File: src/source/soc_pkg.sv
//==========================================================================
// soc package: shared widths, UART timing, debug command codes, memory map
//==========================================================================

package soc_pkg;

  // ==========================================================================
  // data widths
  // ==========================================================================
  // one data byte on UART and bus
  typedef logic [7:0] byte_t;
  // RAM byte address
  typedef logic [7:0] addr_t;
  // DIP switch vector
  typedef logic [3:0] sw_t;

  // number of RAM bytes, whole address space
  localparam int RAM_DEPTH = 2 ** $bits(addr_t);

  // ==========================================================================
  // UART timing
  // ==========================================================================
  // clocks per bit, kept short for simulation
  localparam int CLKS_PER_BIT = 16;
  localparam int BAUD_CNT_W   = $clog2(CLKS_PER_BIT);
  typedef logic [BAUD_CNT_W-1:0] baud_cnt_t;
  // end of a full bit period
  localparam baud_cnt_t BAUD_LAST = baud_cnt_t'(CLKS_PER_BIT - 1);
  // middle of the start bit
  localparam baud_cnt_t BAUD_HALF = baud_cnt_t'(CLKS_PER_BIT / 2 - 1);

  // ==========================================================================
  // debug command set
  // ==========================================================================
  localparam byte_t CMD_WRITE = 8'h57;
  localparam byte_t CMD_READ  = 8'h52;
  localparam byte_t RSP_ACK   = 8'h4B;
  localparam byte_t RSP_ERR   = 8'h3F;

  // ==========================================================================
  // switch log ring at the top of RAM
  // ==========================================================================
  localparam addr_t LOG_BASE  = 8'hF0;
  localparam int    LOG_DEPTH = 16;
  localparam int    LOG_PTR_W = $clog2(LOG_DEPTH);
  typedef logic [LOG_PTR_W-1:0] log_ptr_t;
  localparam log_ptr_t LOG_PTR_LAST = log_ptr_t'(LOG_DEPTH - 1);

endpackage

File: src/source/data_ram.sv
`timescale 1ns/1ps
//==========================================================================
// single-port byte RAM, synchronous write, registered read
//==========================================================================

module data_ram
  import soc_pkg::*;
(
  input  logic  clk,
  input  logic  i_en,
  input  logic  i_we,
  input  addr_t i_addr,
  input  byte_t i_wdata,
  output byte_t o_rdata
);

  // storage array
  byte_t mem [RAM_DEPTH];

  always_ff @(posedge clk) begin
    if (i_en) begin
      if (i_we) begin
        mem[i_addr] <= i_wdata;
      end
      // read-first, one cycle latency
      o_rdata <= mem[i_addr];
    end
  end

endmodule

File: src/source/dbg_bridge.sv
`timescale 1ns/1ps
//==========================================================================
// debug bridge parsing host UART commands into RAM reads and writes
//==========================================================================

module dbg_bridge
  import soc_pkg::*;
(
  input  logic  clk,
  input  logic  i_arst_n,
  input  byte_t i_rx_data,
  input  logic  i_rx_valid,
  output byte_t o_tx_data,
  output logic  o_tx_start,
  input  logic  i_tx_busy,
  output logic  o_req,
  output logic  o_we,
  output addr_t o_addr,
  output byte_t o_wdata,
  input  logic  i_gnt,
  input  logic  i_rvalid,
  input  byte_t i_rdata
);

  typedef enum logic [2:0] {
    BR_CMD,
    BR_ADDR,
    BR_DATA,
    BR_BUS,
    BR_RDATA,
    BR_RESP
  } br_state_t;

  br_state_t state;
  logic      is_write;
  logic      cmd_known;
  addr_t     addr;
  byte_t     wdata;
  byte_t     rsp;

  assign cmd_known = (i_rx_data == CMD_WRITE) || (i_rx_data == CMD_READ);

  // bus request held for the whole BR_BUS state
  assign o_req   = (state == BR_BUS);
  assign o_we    = is_write;
  assign o_addr  = addr;
  assign o_wdata = wdata;

  // response goes out as soon as the transmitter is free
  assign o_tx_data  = rsp;
  assign o_tx_start = (state == BR_RESP) && !i_tx_busy;

  // ==========================================================================
  // command FSM
  // ==========================================================================
  always_ff @(posedge clk or negedge i_arst_n) begin
    if (!i_arst_n) begin
      state    <= BR_CMD;
      is_write <= 1'b0;
    end else begin
      case (state)
        BR_CMD: begin
          if (i_rx_valid) begin
            is_write <= (i_rx_data == CMD_WRITE);
            // unknown byte answers at once
            state    <= cmd_known ? BR_ADDR : BR_RESP;
          end
        end
        BR_ADDR: begin
          if (i_rx_valid) begin
            state <= is_write ? BR_DATA : BR_BUS;
          end
        end
        BR_DATA: begin
          if (i_rx_valid) begin
            state <= BR_BUS;
          end
        end
        BR_BUS: begin
          // gnt cycle is the transfer
          if (i_gnt) begin
            state <= is_write ? BR_RESP : BR_RDATA;
          end
        end
        BR_RDATA: begin
          if (i_rvalid) begin
            state <= BR_RESP;
          end
        end
        BR_RESP: begin
          // rx bytes up to here are ignored
          if (!i_tx_busy) begin
            state <= BR_CMD;
          end
        end
        default: state <= BR_CMD;
      endcase
    end
  end

  // address, data and response bytes
  always_ff @(posedge clk) begin
    if (state == BR_ADDR && i_rx_valid) begin
      addr <= i_rx_data;
    end
    if (state == BR_DATA && i_rx_valid) begin
      wdata <= i_rx_data;
    end
    if (state == BR_CMD && i_rx_valid && !cmd_known) begin
      rsp <= RSP_ERR;
    end else if (state == BR_BUS && i_gnt && is_write) begin
      rsp <= RSP_ACK;
    end else if (state == BR_RDATA && i_rvalid) begin
      rsp <= i_rdata;
    end
  end

endmodule

File: src/source/mem_arbiter.sv
`timescale 1ns/1ps
//==========================================================================
// round-robin arbiter placing two bus masters onto one RAM port
//==========================================================================

module mem_arbiter
  import soc_pkg::*;
(
  input  logic  clk,
  input  logic  i_arst_n,
  input  logic  i_m0_req,
  input  logic  i_m0_we,
  input  addr_t i_m0_addr,
  input  byte_t i_m0_wdata,
  output logic  o_m0_gnt,
  output logic  o_m0_rvalid,
  input  logic  i_m1_req,
  input  logic  i_m1_we,
  input  addr_t i_m1_addr,
  input  byte_t i_m1_wdata,
  output logic  o_m1_gnt,
  output logic  o_m1_rvalid,
  output byte_t o_rdata,
  output logic  o_ram_en,
  output logic  o_ram_we,
  output addr_t o_ram_addr,
  output byte_t o_ram_wdata,
  input  byte_t i_ram_rdata
);

  logic last_m1;
  logic rd_pending;
  logic rd_owner;

  // on a tie the master not granted last wins
  assign o_m0_gnt = i_m0_req && (!i_m1_req || last_m1);
  assign o_m1_gnt = i_m1_req && (!i_m0_req || !last_m1);

  // RAM command straight from the winner
  assign o_ram_en    = o_m0_gnt || o_m1_gnt;
  assign o_ram_we    = o_ram_en && (o_m1_gnt ? i_m1_we : i_m0_we);
  assign o_ram_addr  = o_m1_gnt ? i_m1_addr : i_m0_addr;
  assign o_ram_wdata = o_m1_gnt ? i_m1_wdata : i_m0_wdata;

  // read data comes one cycle later and is routed by owner
  assign o_rdata     = i_ram_rdata;
  assign o_m0_rvalid = rd_pending && !rd_owner;
  assign o_m1_rvalid = rd_pending && rd_owner;

  always_ff @(posedge clk or negedge i_arst_n) begin
    if (!i_arst_n) begin
      last_m1    <= 1'b0;
      rd_pending <= 1'b0;
      rd_owner   <= 1'b0;
    end else begin
      rd_pending <= o_ram_en && !o_ram_we;
      if (o_ram_en) begin
        last_m1  <= o_m1_gnt;
        rd_owner <= o_m1_gnt;
      end
    end
  end

  a_gnt_onehot: assert property (
    @(posedge clk) disable iff (!i_arst_n) !(o_m0_gnt && o_m1_gnt)
  );

  a_gnt_has_req: assert property (
    @(posedge clk) disable iff (!i_arst_n)
    (o_m0_gnt |-> i_m0_req) and (o_m1_gnt |-> i_m1_req)
  );

endmodule

File: src/source/soc_top.sv
`timescale 1ns/1ps
//==========================================================================
// SoC top: UART debug bridge and switch logger sharing one byte RAM
//==========================================================================

module soc_top
  import soc_pkg::*;
(
  input  logic  clk,
  input  logic  i_arst_n,
  input  logic  i_uart_rx,
  output logic  o_uart_tx,
  input  sw_t   i_sw,
  output byte_t o_led
);

  // ==========================================================================
  // UART side
  // ==========================================================================
  byte_t rx_data;
  logic  rx_valid;
  byte_t tx_data;
  logic  tx_start;
  logic  tx_busy;

  // bridge bus, master 0
  logic  m0_req;
  logic  m0_we;
  addr_t m0_addr;
  byte_t m0_wdata;
  logic  m0_gnt;
  logic  m0_rvalid;

  // logger bus, master 1
  logic  m1_req;
  logic  m1_we;
  addr_t m1_addr;
  byte_t m1_wdata;
  logic  m1_gnt;

  // shared read data and RAM port
  byte_t bus_rdata;
  logic  ram_en;
  logic  ram_we;
  addr_t ram_addr;
  byte_t ram_wdata;
  byte_t ram_rdata;

  uart_rx u_uart_rx (
    .clk      (clk),
    .i_arst_n (i_arst_n),
    .i_rx     (i_uart_rx),
    .o_data   (rx_data),
    .o_valid  (rx_valid)
  );

  uart_tx u_uart_tx (
    .clk      (clk),
    .i_arst_n (i_arst_n),
    .i_start  (tx_start),
    .i_data   (tx_data),
    .o_tx     (o_uart_tx),
    .o_busy   (tx_busy)
  );

  dbg_bridge u_dbg_bridge (
    .clk        (clk),
    .i_arst_n   (i_arst_n),
    .i_rx_data  (rx_data),
    .i_rx_valid (rx_valid),
    .o_tx_data  (tx_data),
    .o_tx_start (tx_start),
    .i_tx_busy  (tx_busy),
    .o_req      (m0_req),
    .o_we       (m0_we),
    .o_addr     (m0_addr),
    .o_wdata    (m0_wdata),
    .i_gnt      (m0_gnt),
    .i_rvalid   (m0_rvalid),
    .i_rdata    (bus_rdata)
  );

  // logger only writes, its rvalid is left open
  switch_logger u_switch_logger (
    .clk      (clk),
    .i_arst_n (i_arst_n),
    .i_sw     (i_sw),
    .o_led    (o_led),
    .o_req    (m1_req),
    .o_we     (m1_we),
    .o_addr   (m1_addr),
    .o_wdata  (m1_wdata),
    .i_gnt    (m1_gnt)
  );

  mem_arbiter u_mem_arbiter (
    .clk         (clk),
    .i_arst_n    (i_arst_n),
    .i_m0_req    (m0_req),
    .i_m0_we     (m0_we),
    .i_m0_addr   (m0_addr),
    .i_m0_wdata  (m0_wdata),
    .o_m0_gnt    (m0_gnt),
    .o_m0_rvalid (m0_rvalid),
    .i_m1_req    (m1_req),
    .i_m1_we     (m1_we),
    .i_m1_addr   (m1_addr),
    .i_m1_wdata  (m1_wdata),
    .o_m1_gnt    (m1_gnt),
    .o_m1_rvalid (),
    .o_rdata     (bus_rdata),
    .o_ram_en    (ram_en),
    .o_ram_we    (ram_we),
    .o_ram_addr  (ram_addr),
    .o_ram_wdata (ram_wdata),
    .i_ram_rdata (ram_rdata)
  );

  data_ram u_data_ram (
    .clk     (clk),
    .i_en    (ram_en),
    .i_we    (ram_we),
    .i_addr  (ram_addr),
    .i_wdata (ram_wdata),
    .o_rdata (ram_rdata)
  );

endmodule

File: src/source/switch_logger.sv
`timescale 1ns/1ps
//==========================================================================
// switch logger: records each DIP switch change into a RAM ring
//==========================================================================

module switch_logger
  import soc_pkg::*;
(
  input  logic  clk,
  input  logic  i_arst_n,
  input  sw_t   i_sw,
  output byte_t o_led,
  output logic  o_req,
  output logic  o_we,
  output addr_t o_addr,
  output byte_t o_wdata,
  input  logic  i_gnt
);

  sw_t      sw_meta;
  sw_t      sw_sync;
  sw_t      last_sw;
  sw_t      rec_sw;
  logic     loaded;
  logic     pend;
  logic     start_log;
  log_ptr_t ptr;
  byte_t    count;

  // new change only while no write is pending
  assign start_log = loaded && !pend && (sw_sync != last_sw);

  assign o_req   = pend;
  // logger only ever writes
  assign o_we    = 1'b1;
  assign o_addr  = LOG_BASE + addr_t'(ptr);
  // seq nibble on top, switches below
  assign o_wdata = {count[3:0], rec_sw};
  assign o_led   = count;

  // two-flop sync, settles while reset is held
  always_ff @(posedge clk) begin
    sw_meta <= i_sw;
    sw_sync <= sw_meta;
  end

  always_ff @(posedge clk or negedge i_arst_n) begin
    if (!i_arst_n) begin
      loaded  <= 1'b0;
      pend    <= 1'b0;
      last_sw <= '0;
      ptr     <= '0;
      count   <= '0;
    end else begin
      if (!loaded) begin
        // switches set at reset are not events
        loaded  <= 1'b1;
        last_sw <= sw_sync;
      end else if (pend) begin
        if (i_gnt) begin
          pend    <= 1'b0;
          last_sw <= rec_sw;
          ptr     <= (ptr == LOG_PTR_LAST) ? '0 : ptr + 1'b1;
          count   <= count + 1'b1;
        end
      end else if (start_log) begin
        pend <= 1'b1;
      end
    end
  end

  // value captured at request, later changes compare next time
  always_ff @(posedge clk) begin
    if (start_log) begin
      rec_sw <= sw_sync;
    end
  end

endmodule

File: src/source/uart_rx.sv
`timescale 1ns/1ps
//==========================================================================
// UART receiver, 8N1, mid-bit sampling, one-cycle strobe per byte
//==========================================================================

module uart_rx
  import soc_pkg::*;
(
  input  logic  clk,
  input  logic  i_arst_n,
  input  logic  i_rx,
  output byte_t o_data,
  output logic  o_valid
);

  typedef enum logic [1:0] {RX_IDLE, RX_START, RX_DATA, RX_STOP} rx_state_t;

  rx_state_t  state;
  logic       rx_meta;
  logic       rx_sync;
  baud_cnt_t  baud_cnt;
  logic [2:0] bit_idx;
  byte_t      shift;
  logic       baud_done;

  assign baud_done = (baud_cnt == BAUD_LAST);
  // byte stays put from stop bit to next frame
  assign o_data = shift;

  // two-flop sync, idle level is high
  always_ff @(posedge clk or negedge i_arst_n) begin
    if (!i_arst_n) begin
      rx_meta <= 1'b1;
      rx_sync <= 1'b1;
    end else begin
      rx_meta <= i_rx;
      rx_sync <= rx_meta;
    end
  end

  always_ff @(posedge clk or negedge i_arst_n) begin
    if (!i_arst_n) begin
      state    <= RX_IDLE;
      baud_cnt <= '0;
      bit_idx  <= '0;
      o_valid  <= 1'b0;
    end else begin
      o_valid <= 1'b0;
      case (state)
        RX_IDLE: begin
          baud_cnt <= '0;
          // falling edge of start bit
          if (!rx_sync) begin
            state <= RX_START;
          end
        end
        RX_START: begin
          if (baud_cnt == BAUD_HALF) begin
            baud_cnt <= '0;
            bit_idx  <= '0;
            // glitch shorter than half a bit, back to idle
            state    <= rx_sync ? RX_IDLE : RX_DATA;
          end else begin
            baud_cnt <= baud_cnt + 1'b1;
          end
        end
        RX_DATA: begin
          if (baud_done) begin
            baud_cnt <= '0;
            bit_idx  <= bit_idx + 1'b1;
            if (bit_idx == 3'd7) begin
              state <= RX_STOP;
            end
          end else begin
            baud_cnt <= baud_cnt + 1'b1;
          end
        end
        RX_STOP: begin
          if (baud_done) begin
            state   <= RX_IDLE;
            // low stop bit drops the byte
            o_valid <= rx_sync;
          end else begin
            baud_cnt <= baud_cnt + 1'b1;
          end
        end
        default: state <= RX_IDLE;
      endcase
    end
  end

  // lsb first, shift in from the top
  always_ff @(posedge clk) begin
    if (state == RX_DATA && baud_done) begin
      shift <= {rx_sync, shift[7:1]};
    end
  end

endmodule

File: src/source/uart_tx.sv
`timescale 1ns/1ps
//==========================================================================
// UART transmitter, 8N1, busy level held over the whole frame
//==========================================================================

module uart_tx
  import soc_pkg::*;
(
  input  logic  clk,
  input  logic  i_arst_n,
  input  logic  i_start,
  input  byte_t i_data,
  output logic  o_tx,
  output logic  o_busy
);

  typedef enum logic [1:0] {TX_IDLE, TX_START, TX_DATA, TX_STOP} tx_state_t;

  tx_state_t  state;
  baud_cnt_t  baud_cnt;
  logic [2:0] bit_idx;
  byte_t      shift;
  logic       baud_done;

  assign baud_done = (baud_cnt == BAUD_LAST);
  assign o_busy    = (state != TX_IDLE);

  // line level from registered state, idle and stop are high
  assign o_tx = (state == TX_START) ? 1'b0 :
                (state == TX_DATA)  ? shift[0] : 1'b1;

  always_ff @(posedge clk or negedge i_arst_n) begin
    if (!i_arst_n) begin
      state    <= TX_IDLE;
      baud_cnt <= '0;
      bit_idx  <= '0;
    end else begin
      case (state)
        TX_IDLE: begin
          baud_cnt <= '0;
          bit_idx  <= '0;
          if (i_start) begin
            state <= TX_START;
          end
        end
        TX_START: begin
          if (baud_done) begin
            baud_cnt <= '0;
            state    <= TX_DATA;
          end else begin
            baud_cnt <= baud_cnt + 1'b1;
          end
        end
        TX_DATA: begin
          if (baud_done) begin
            baud_cnt <= '0;
            bit_idx  <= bit_idx + 1'b1;
            if (bit_idx == 3'd7) begin
              state <= TX_STOP;
            end
          end else begin
            baud_cnt <= baud_cnt + 1'b1;
          end
        end
        TX_STOP: begin
          // frame ends after 10 bit times
          if (baud_done) begin
            state <= TX_IDLE;
          end else begin
            baud_cnt <= baud_cnt + 1'b1;
          end
        end
        default: state <= TX_IDLE;
      endcase
    end
  end

  // load on start, shift out lsb first
  always_ff @(posedge clk) begin
    if (state == TX_IDLE && i_start) begin
      shift <= i_data;
    end else if (state == TX_DATA && baud_done) begin
      shift <= {1'b1, shift[7:1]};
    end
  end

  // the bridge must wait for the frame to finish
  a_no_start_when_busy: assert property (
    @(posedge clk) disable iff (!i_arst_n) o_busy |-> !i_start
  );

endmodule

File: config.mk
export PLATFORM = sky130hd
export DESIGN_NAME = soc_top
export DESIGN_NICKNAME = d
export VERILOG_FILES = /design/src/source/soc_pkg.sv /design/src/source/data_ram.sv /design/src/source/dbg_bridge.sv /design/src/source/mem_arbiter.sv /design/src/source/soc_top.sv /design/src/source/switch_logger.sv /design/src/source/uart_rx.sv /design/src/source/uart_tx.sv
export SDC_FILE = /design/constraint.sdc
export NUM_CORES = 2
export LEC_CHECK = 0
export BUFFER_PORTS_ARGS = -buffer_cell sky130_fd_sc_hd__buf_2
export CAP_MARGIN = 0
export CORE_MARGIN = 5
export CORE_UTILIZATION = 55
export CTS_BUF_LIST = sky130_fd_sc_hd__clkbuf_2 sky130_fd_sc_hd__clkbuf_4 sky130_fd_sc_hd__clkbuf_8
export DETAILED_ROUTE_END_ITERATION = 6
export PLACE_DENSITY = 0.8
export SYNTH_ARGS = -nofsm -noshare
export SYNTH_HDL_FRONTEND = slang
export SYNTH_HIERARCHICAL = 1
export SYNTH_SLANG_ARGS = --single-unit
File: constraint.sdc
create_clock -name clk -period 4.1 [get_ports clk]
set_clock_uncertainty 0.2 [all_clocks]
set_input_delay 0.205 -clock clk [delete_from_list [all_inputs] [get_ports clk]]
set_output_delay 0.205 -clock clk [all_outputs]
set_load 0.05 [all_outputs]
**Word-level counts from Yosys, hierarchy flattened**

Memories as Yosys holds them, arrays and structs flattened. A register that Yosys moved wholly into a read port is not among the register bits.
Index checks and enable logic that the tools add are counted.

- Flip-flop bits (word level): 97
- Memory bits (writable): 2048
- Output and inout port bits: 9
- Memories kept: 1

- Add/subtract/negate cells: 7
- Equality and inequality tests: 40
- Multiplexer cells: 56
- Reductions and logical operators: 46

Memory list:

| name | depth | width | read ports | clocked after Yosys merged registers in | write ports | line | RTL |
|---|---|---|---|---|---|---|---|
| u_data_ram.mem | 256 | 8 | 1 | 1 | 1 | data_ram.sv:18 | `byte_t mem [RAM_DEPTH];` |

Operator list:

| kind | number |
|---|---|
| $mux 4 | 9 |
| $mux 8 | 4 |
| $mux 3 | 10 |
| $mux 2 | 11 |
| $ne 2x1->1 const B | 11 |
| $logic_and 1x1->1 | 18 |
| $ne 2x2->1 const B | 9 |
| $pmux 3 s6 | 1 |
| $eq 8x7->1 const B | 2 |
| $pmux 2 s4 | 2 |
| $pmux 4 s4 | 1 |
| $mux 7 | 2 |
| $mux 1 | 13 |
| $add 4x1->4 const B | 3 |
| $eq 3x3->1 const B | 4 |
| $eq 4x4->1 const B | 3 |
| $pmux 3 s2 | 2 |
| $pmux 4 s3 | 1 |
| $reduce_and 5->1 | 2 |
| $reduce_bool 2->1 | 5 |
| $add 8x1->8 const B | 1 |
| $eq 2x2->1 const B | 4 |
| $add 3x1->3 const B | 2 |
| $add 5x5->6 const A | 1 |
| other kinds (13) | 28 |

**Longest topological paths before layout**

- Depth after elaboration: 9
- Depth in mapped cells: 15
- Mapped depth without buffers: 9

**By module**

Netlist, hierarchy kept.

By module, submodules not included:

| module | times used | cells an instance | area each (µm²) | seq. area each (µm²) |
|---|---|---|---|---|
| data_ram | 1 | 3525 | 78363.9 | 61739.2 |
| switch_logger | 1 | 100 | 1196.1 | 730.7 |
| dbg_bridge | 1 | 85 | 1144.8 | 740.7 |
| uart_rx | 1 | 79 | 942.2 | 543.0 |
| uart_tx | 1 | 74 | 920.9 | 465.4 |
| mem_arbiter | 1 | 40 | 427.9 | 50.0 |

**Least setup slack after synthesis**

Ideal clock, no wire load.

- Path type: register to register
- Start point: register u_dbg_bridge.state[2]
- End point: memory u_data_ram/mem[102][0] (netlist bit) (enable)
- Data arrival time: 3.224 ns
- Data required time: 3.530 ns
- Slack: 0.306 ns
- Stages on the path, launching flop included: 14
- Path buffers: 7
- Period minus slack after synthesis: 3.794 ns
- Cells stage by stage: dfrtp_1 -> clkbuf_1 -> nor2_1 -> a21boi_2 -> buf_6 -> mux2_2 -> clkbuf_1 -> buf_4 -> buf_4 -> buf_2 -> nor3b_1 -> nand2_1 -> clkbuf_1 -> nor2_1

- Elaborated cells on any way between the ends: 12
- Those cells by class: eq/ne (1); mux (5); reduce/logical (6)

RTL lines:

| element | line | RTL |
|---|---|---|
| from (decl) | dbg_bridge.sv:34 | `br_state_t state;` |
| from (signal assigned) | dbg_bridge.sv:66 | `state <= cmd_known ? BR_ADDR : BR_RESP;` |
| from (signal assigned) | dbg_bridge.sv:71 | `state <= is_write ? BR_DATA : BR_BUS;` |
| from (signal assigned) | dbg_bridge.sv:82 | `state <= is_write ? BR_RESP : BR_RDATA;` |
| $eq 3x2->1 | dbg_bridge.sv:44 | `assign o_req = (state == BR_BUS);` |
| via m0_req | soc_top.sv:27 | `logic m0_req;` |
| $logic_not 1->1 | mem_arbiter.sv:37 | `assign o_m1_gnt = i_m1_req && (!i_m0_req \|\| !last_m1);` |
| $logic_or 1x1->1 | mem_arbiter.sv:37 |  |
| $logic_and 1x1->1 | mem_arbiter.sv:37 |  |
| $mux 8 | mem_arbiter.sv:42 | `assign o_ram_addr = o_m1_gnt ? i_m1_addr : i_m0_addr;` |
| via ram_addr[0] | soc_top.sv:45 | `addr_t ram_addr;` |
| to (decl) | data_ram.sv:18 |  |

The timed path passes the listed nets, and every way through them passes these cells.

**Worst setup path after layout**

- Start point: register u_dbg_bridge.state[1]
- End point: register u_data_ram.o_rdata[0] (read register of u_data_ram.mem), data pin

- Cells in the longest elaborated chain, start to end: 5
- Elaborated cells on any way between the ends: 7
- Those cells by class: eq/ne (1); mux (1); reduce/logical (5)

RTL lines:

| element | line | RTL |
|---|---|---|
| $eq 3x2->1 | dbg_bridge.sv:44 |  |
| via m0_req | soc_top.sv:27 |  |
| $logic_not 1->1 | mem_arbiter.sv:37 |  |
| $logic_or 1x1->1 | mem_arbiter.sv:37 |  |
| $logic_and 1x1->1 | mem_arbiter.sv:37 |  |
| via m1_gnt | soc_top.sv:39 | `logic m1_gnt;` |
| $mux 8 | mem_arbiter.sv:42 |  |
| via ram_addr[1] | soc_top.sv:45 |  |
| to (decl) | data_ram.sv:14 | `output byte_t o_rdata` |

The timed path passes the listed nets, and every way through them passes these cells.
A chain may end at the register's enable or synchronous reset.

==> impl_results.md <==
* Die span in y at 398 um
* Synthesis Warnings at 6
* Final Hold Viols at 0
* CP Launch Type: flop
* CTS clock-pin slew for the worst setup and hold paths at 0.06 ns
* Core Footprint at 0.150 mm^2
* R2R cell count at 13
* FF-to-FF End: u_data_ram/o_rdata[0]
* Failing checks: design-rule violations
* Worst Path Max Fanout at 22
* Commonest non-fill, non-tap cell in the layout: edfxtp_1
* Logic pwr share at 0.348
* P_leak at 30.9 nW
* Vias in the first global route at 44.4k
* Root buffer selected by CTS: clkbuf_8
* Initial Util at 0.553
* Largest net degree at the start of global routing at 148
* Cts bufs inserted at 344
* Average footprint of a synthesized cell at 21.3 um^2
* Clock tree buffer depth at 4
* Total wire length at 200000 um
* Data required, critical path at 4.64 ns
* Row count at 142
* Max Cap Viol at 0
* FF-to-FF Start: u_dbg_bridge/state[1]
* Slack of the critical path at 0.0851 ns
* Via/cell ratio at 6.42
* Buf/Inv on CP at 4
* Worst hold slack at 0.128 ns
* First-pass GRT wire length at 294000 um
* Htree depth at 5
* Drt first pass iters at 7
* Power share of the clock group at 0.247
* Non-filler cells, final at 6791
* IO buf count at 15
* CP Class: reg2reg
* CP Capture Type: flop
* Switching power at 23.1 mW
* Final GP Congestion at 0.883
* Slew @ Worst Pin at 1.18 ns
* Most frequent cells in the layout: 2092 x edfxtp_1, 512 x mux4_2, 454 x buf_4
* Internal power at 46.7 mW
* Initial antenna violation count at 9
* Critical-path top delay cell: mux2_8
* Sw frac at 0.332
* Sequential share of power at 0.405
* Final setup vio count at 0
* Peak per-stage delay on the critical path at 0.49 ns
* Hold Path Class: reg2reg
* Fillers at 9244
* Worst hold path startpoint: u_switch_logger/sw_meta[1]
* Slew Limit Fails at 0
* Overall routing resource usage at 0.253
* Die footprint at 0.159 mm^2
* Share of layout cells above drive strength 1 at 0.340
* Die width at 398 um
* Drt initial violations at 6393
* Routed len/inst at 29.5 um
* Worst vdd ir at 739 uV
* Hold Path Sink: u_switch_logger/sw_sync[1]
* Cell chain of the critical path: nand2_1 > nor2_2 > a21boi_4 > buf_12 > mux2_8 > buf_12 > buf_4 > mux4_2 > a22oi_1 > a21oi_1 > o41ai_1 > buf_4 > nand4_1
* Worst slew margin at 0.205
* Area grow syn2layout at 15.4%
* Status: finished, violations left
* Top delay family on crit path: compound AO/OA/AOI/OAI gates
* Clk Latency, worst-skew pair at 1.03 ns
* Post-DP HPWL at 122000 um
* CP startpoint: u_dbg_bridge/state[1]
* Max Clock Freq at 249 MHz
* Final Cycle Share at 0.979
* Drt drc at 1
* Crit path arrival time at 4.55 ns
* Placed cells at 6178
* Antenna Nets Post-Route at 0
* # IOs at 16
* Final Critical Period at 4.01 ns
* Sink Count at 2153
* PwrDens at 729 mW/mm^2
* Hold Path Cell Cnt at 0
* GR Overflow Total at 0
* Final #Nets at 4548
* Vias at 43.6k
* Mapped Cells at 3902
* Pre-CTS setup slack at -0.397 ns
* R2R Setup Slk at 0.09 ns
* CTS tree: done
* Mapped cell area at 0.0830 mm^2
worst reg2reg max path: stages, from the launching register on:
cell and delay, ns:
dfrtp_1 0.39, nand2_1 0.12, nor2_2 0.07, a21boi_4 0.20, buf_12 0.24, mux2_8 0.49, buf_12 0.23, buf_4 0.25
mux4_2 0.31, a22oi_1 0.40, a21oi_1 0.14, o41ai_1 0.47, buf_4 0.20, nand4_1 0.09
flip-flops by register name, summed over array words and instances (netlist names), 2 cells and up, named ones only:
name                     count
u_uart_tx/shift              8
u_switch_logger/sw_sync      4
u_uart_rx/bit_idx            3
u_uart_rx/baud_cnt           4
u_uart_rx/o_data             8
u_uart_tx/baud_cnt           4
u_uart_tx/bit_idx            3
u_data_ram/mem            2048
u_switch_logger/ptr          4
u_dbg_bridge/o_addr          8
u_switch_logger/sw_meta      4
u_dbg_bridge/o_tx_data       8
u_data_ram/o_rdata           8
u_dbg_bridge/o_wdata         8
u_switch_logger/o_led        8
u_switch_logger/rec_sw       4
u_dbg_bridge/state           3
u_switch_logger/last_sw      4
u_uart_tx/state              2
per-layer routing:
metal | track usage | vias to the layer above | routed length, um
li1 | - | 17616 | -
met1 | 0.338 | 22340 | 69800
met2 | 0.392 | 3071 | 95200
met3 | 0.0752 | 575 | 24500
met4 | 0.115 | 8 | 10400
met5 | 0 | - | 59
layout make-up:
| type | count | area (um^2) | share of cell area |
|---|---|---|---|
| Antenna cell | 1 | 2.50 | 0.0000261 |
| Inverter | 12 | 45.0 | 0.000470 |
| Timing Repair Buffer | 531 | 4610 | 0.0481 |
| Clock buffer | 445 | 5520 | 0.0577 |
| Multi-Input combinational cell | 1486 | 18000 | 0.188 |
| Sequential cell | 2153 | 64300 | 0.671 |
| Tap cell | 2016 | 2520 | 0.0263 |
| Clock inverter | 147 | 835 | 0.00871 |
power groups by stage:
stage               Clock (mW)  Combinational, mW  Sequential, mW
global route              18.7               25.4            28.3
floorplan                    0               14.5            28.7
global placement             0               22.8            28.7
CTS                       17.5               23.8            28.2
detailed placement           0               23.4            28.7
finish                    17.3               24.3            28.2
what timing repair did:
action,in CTS,in global routing
gates cloned,0,2
endpoints found under the hold margin,50,0
endpoints found under the setup margin,8,39
buffers inserted,0,5
hold buffers,13,0
gates resized for setup,23,27
pin swaps,0,4
through the flow:
| step | instance area, um^2 | utilization | power (mW) | TNS, ns |
|---|---|---|---|---|
| floorplan | 83000 | - | 43.2 | 0 |
| global placement | 88800 | 0.592 | 51.5 | -2.37 |
| detailed placement | 88800 | 0.592 | 52.1 | -2.31 |
| CTS | 95500 | 0.637 | 69.5 | 0 |
| global route | 95800 | 0.639 | 72.4 | -0.0399 |
| finish | 95800 | 0.639 | 69.8 | 0 |
how the worst max path moves through the flow:
stage / end / cells after the start
after global routing: u_data_ram/o_rdata[0] / 13
after global placement: u_data_ram/o_rdata[4] / 13
final: u_data_ram/o_rdata[0] / 13
after CTS: u_data_ram/o_rdata[2] / 11
after detailed placement: u_data_ram/o_rdata[7] / 11
after floorplan: u_data_ram/mem[102][0] / 13
Note: power is estimated with default switching activity, not from simulation.
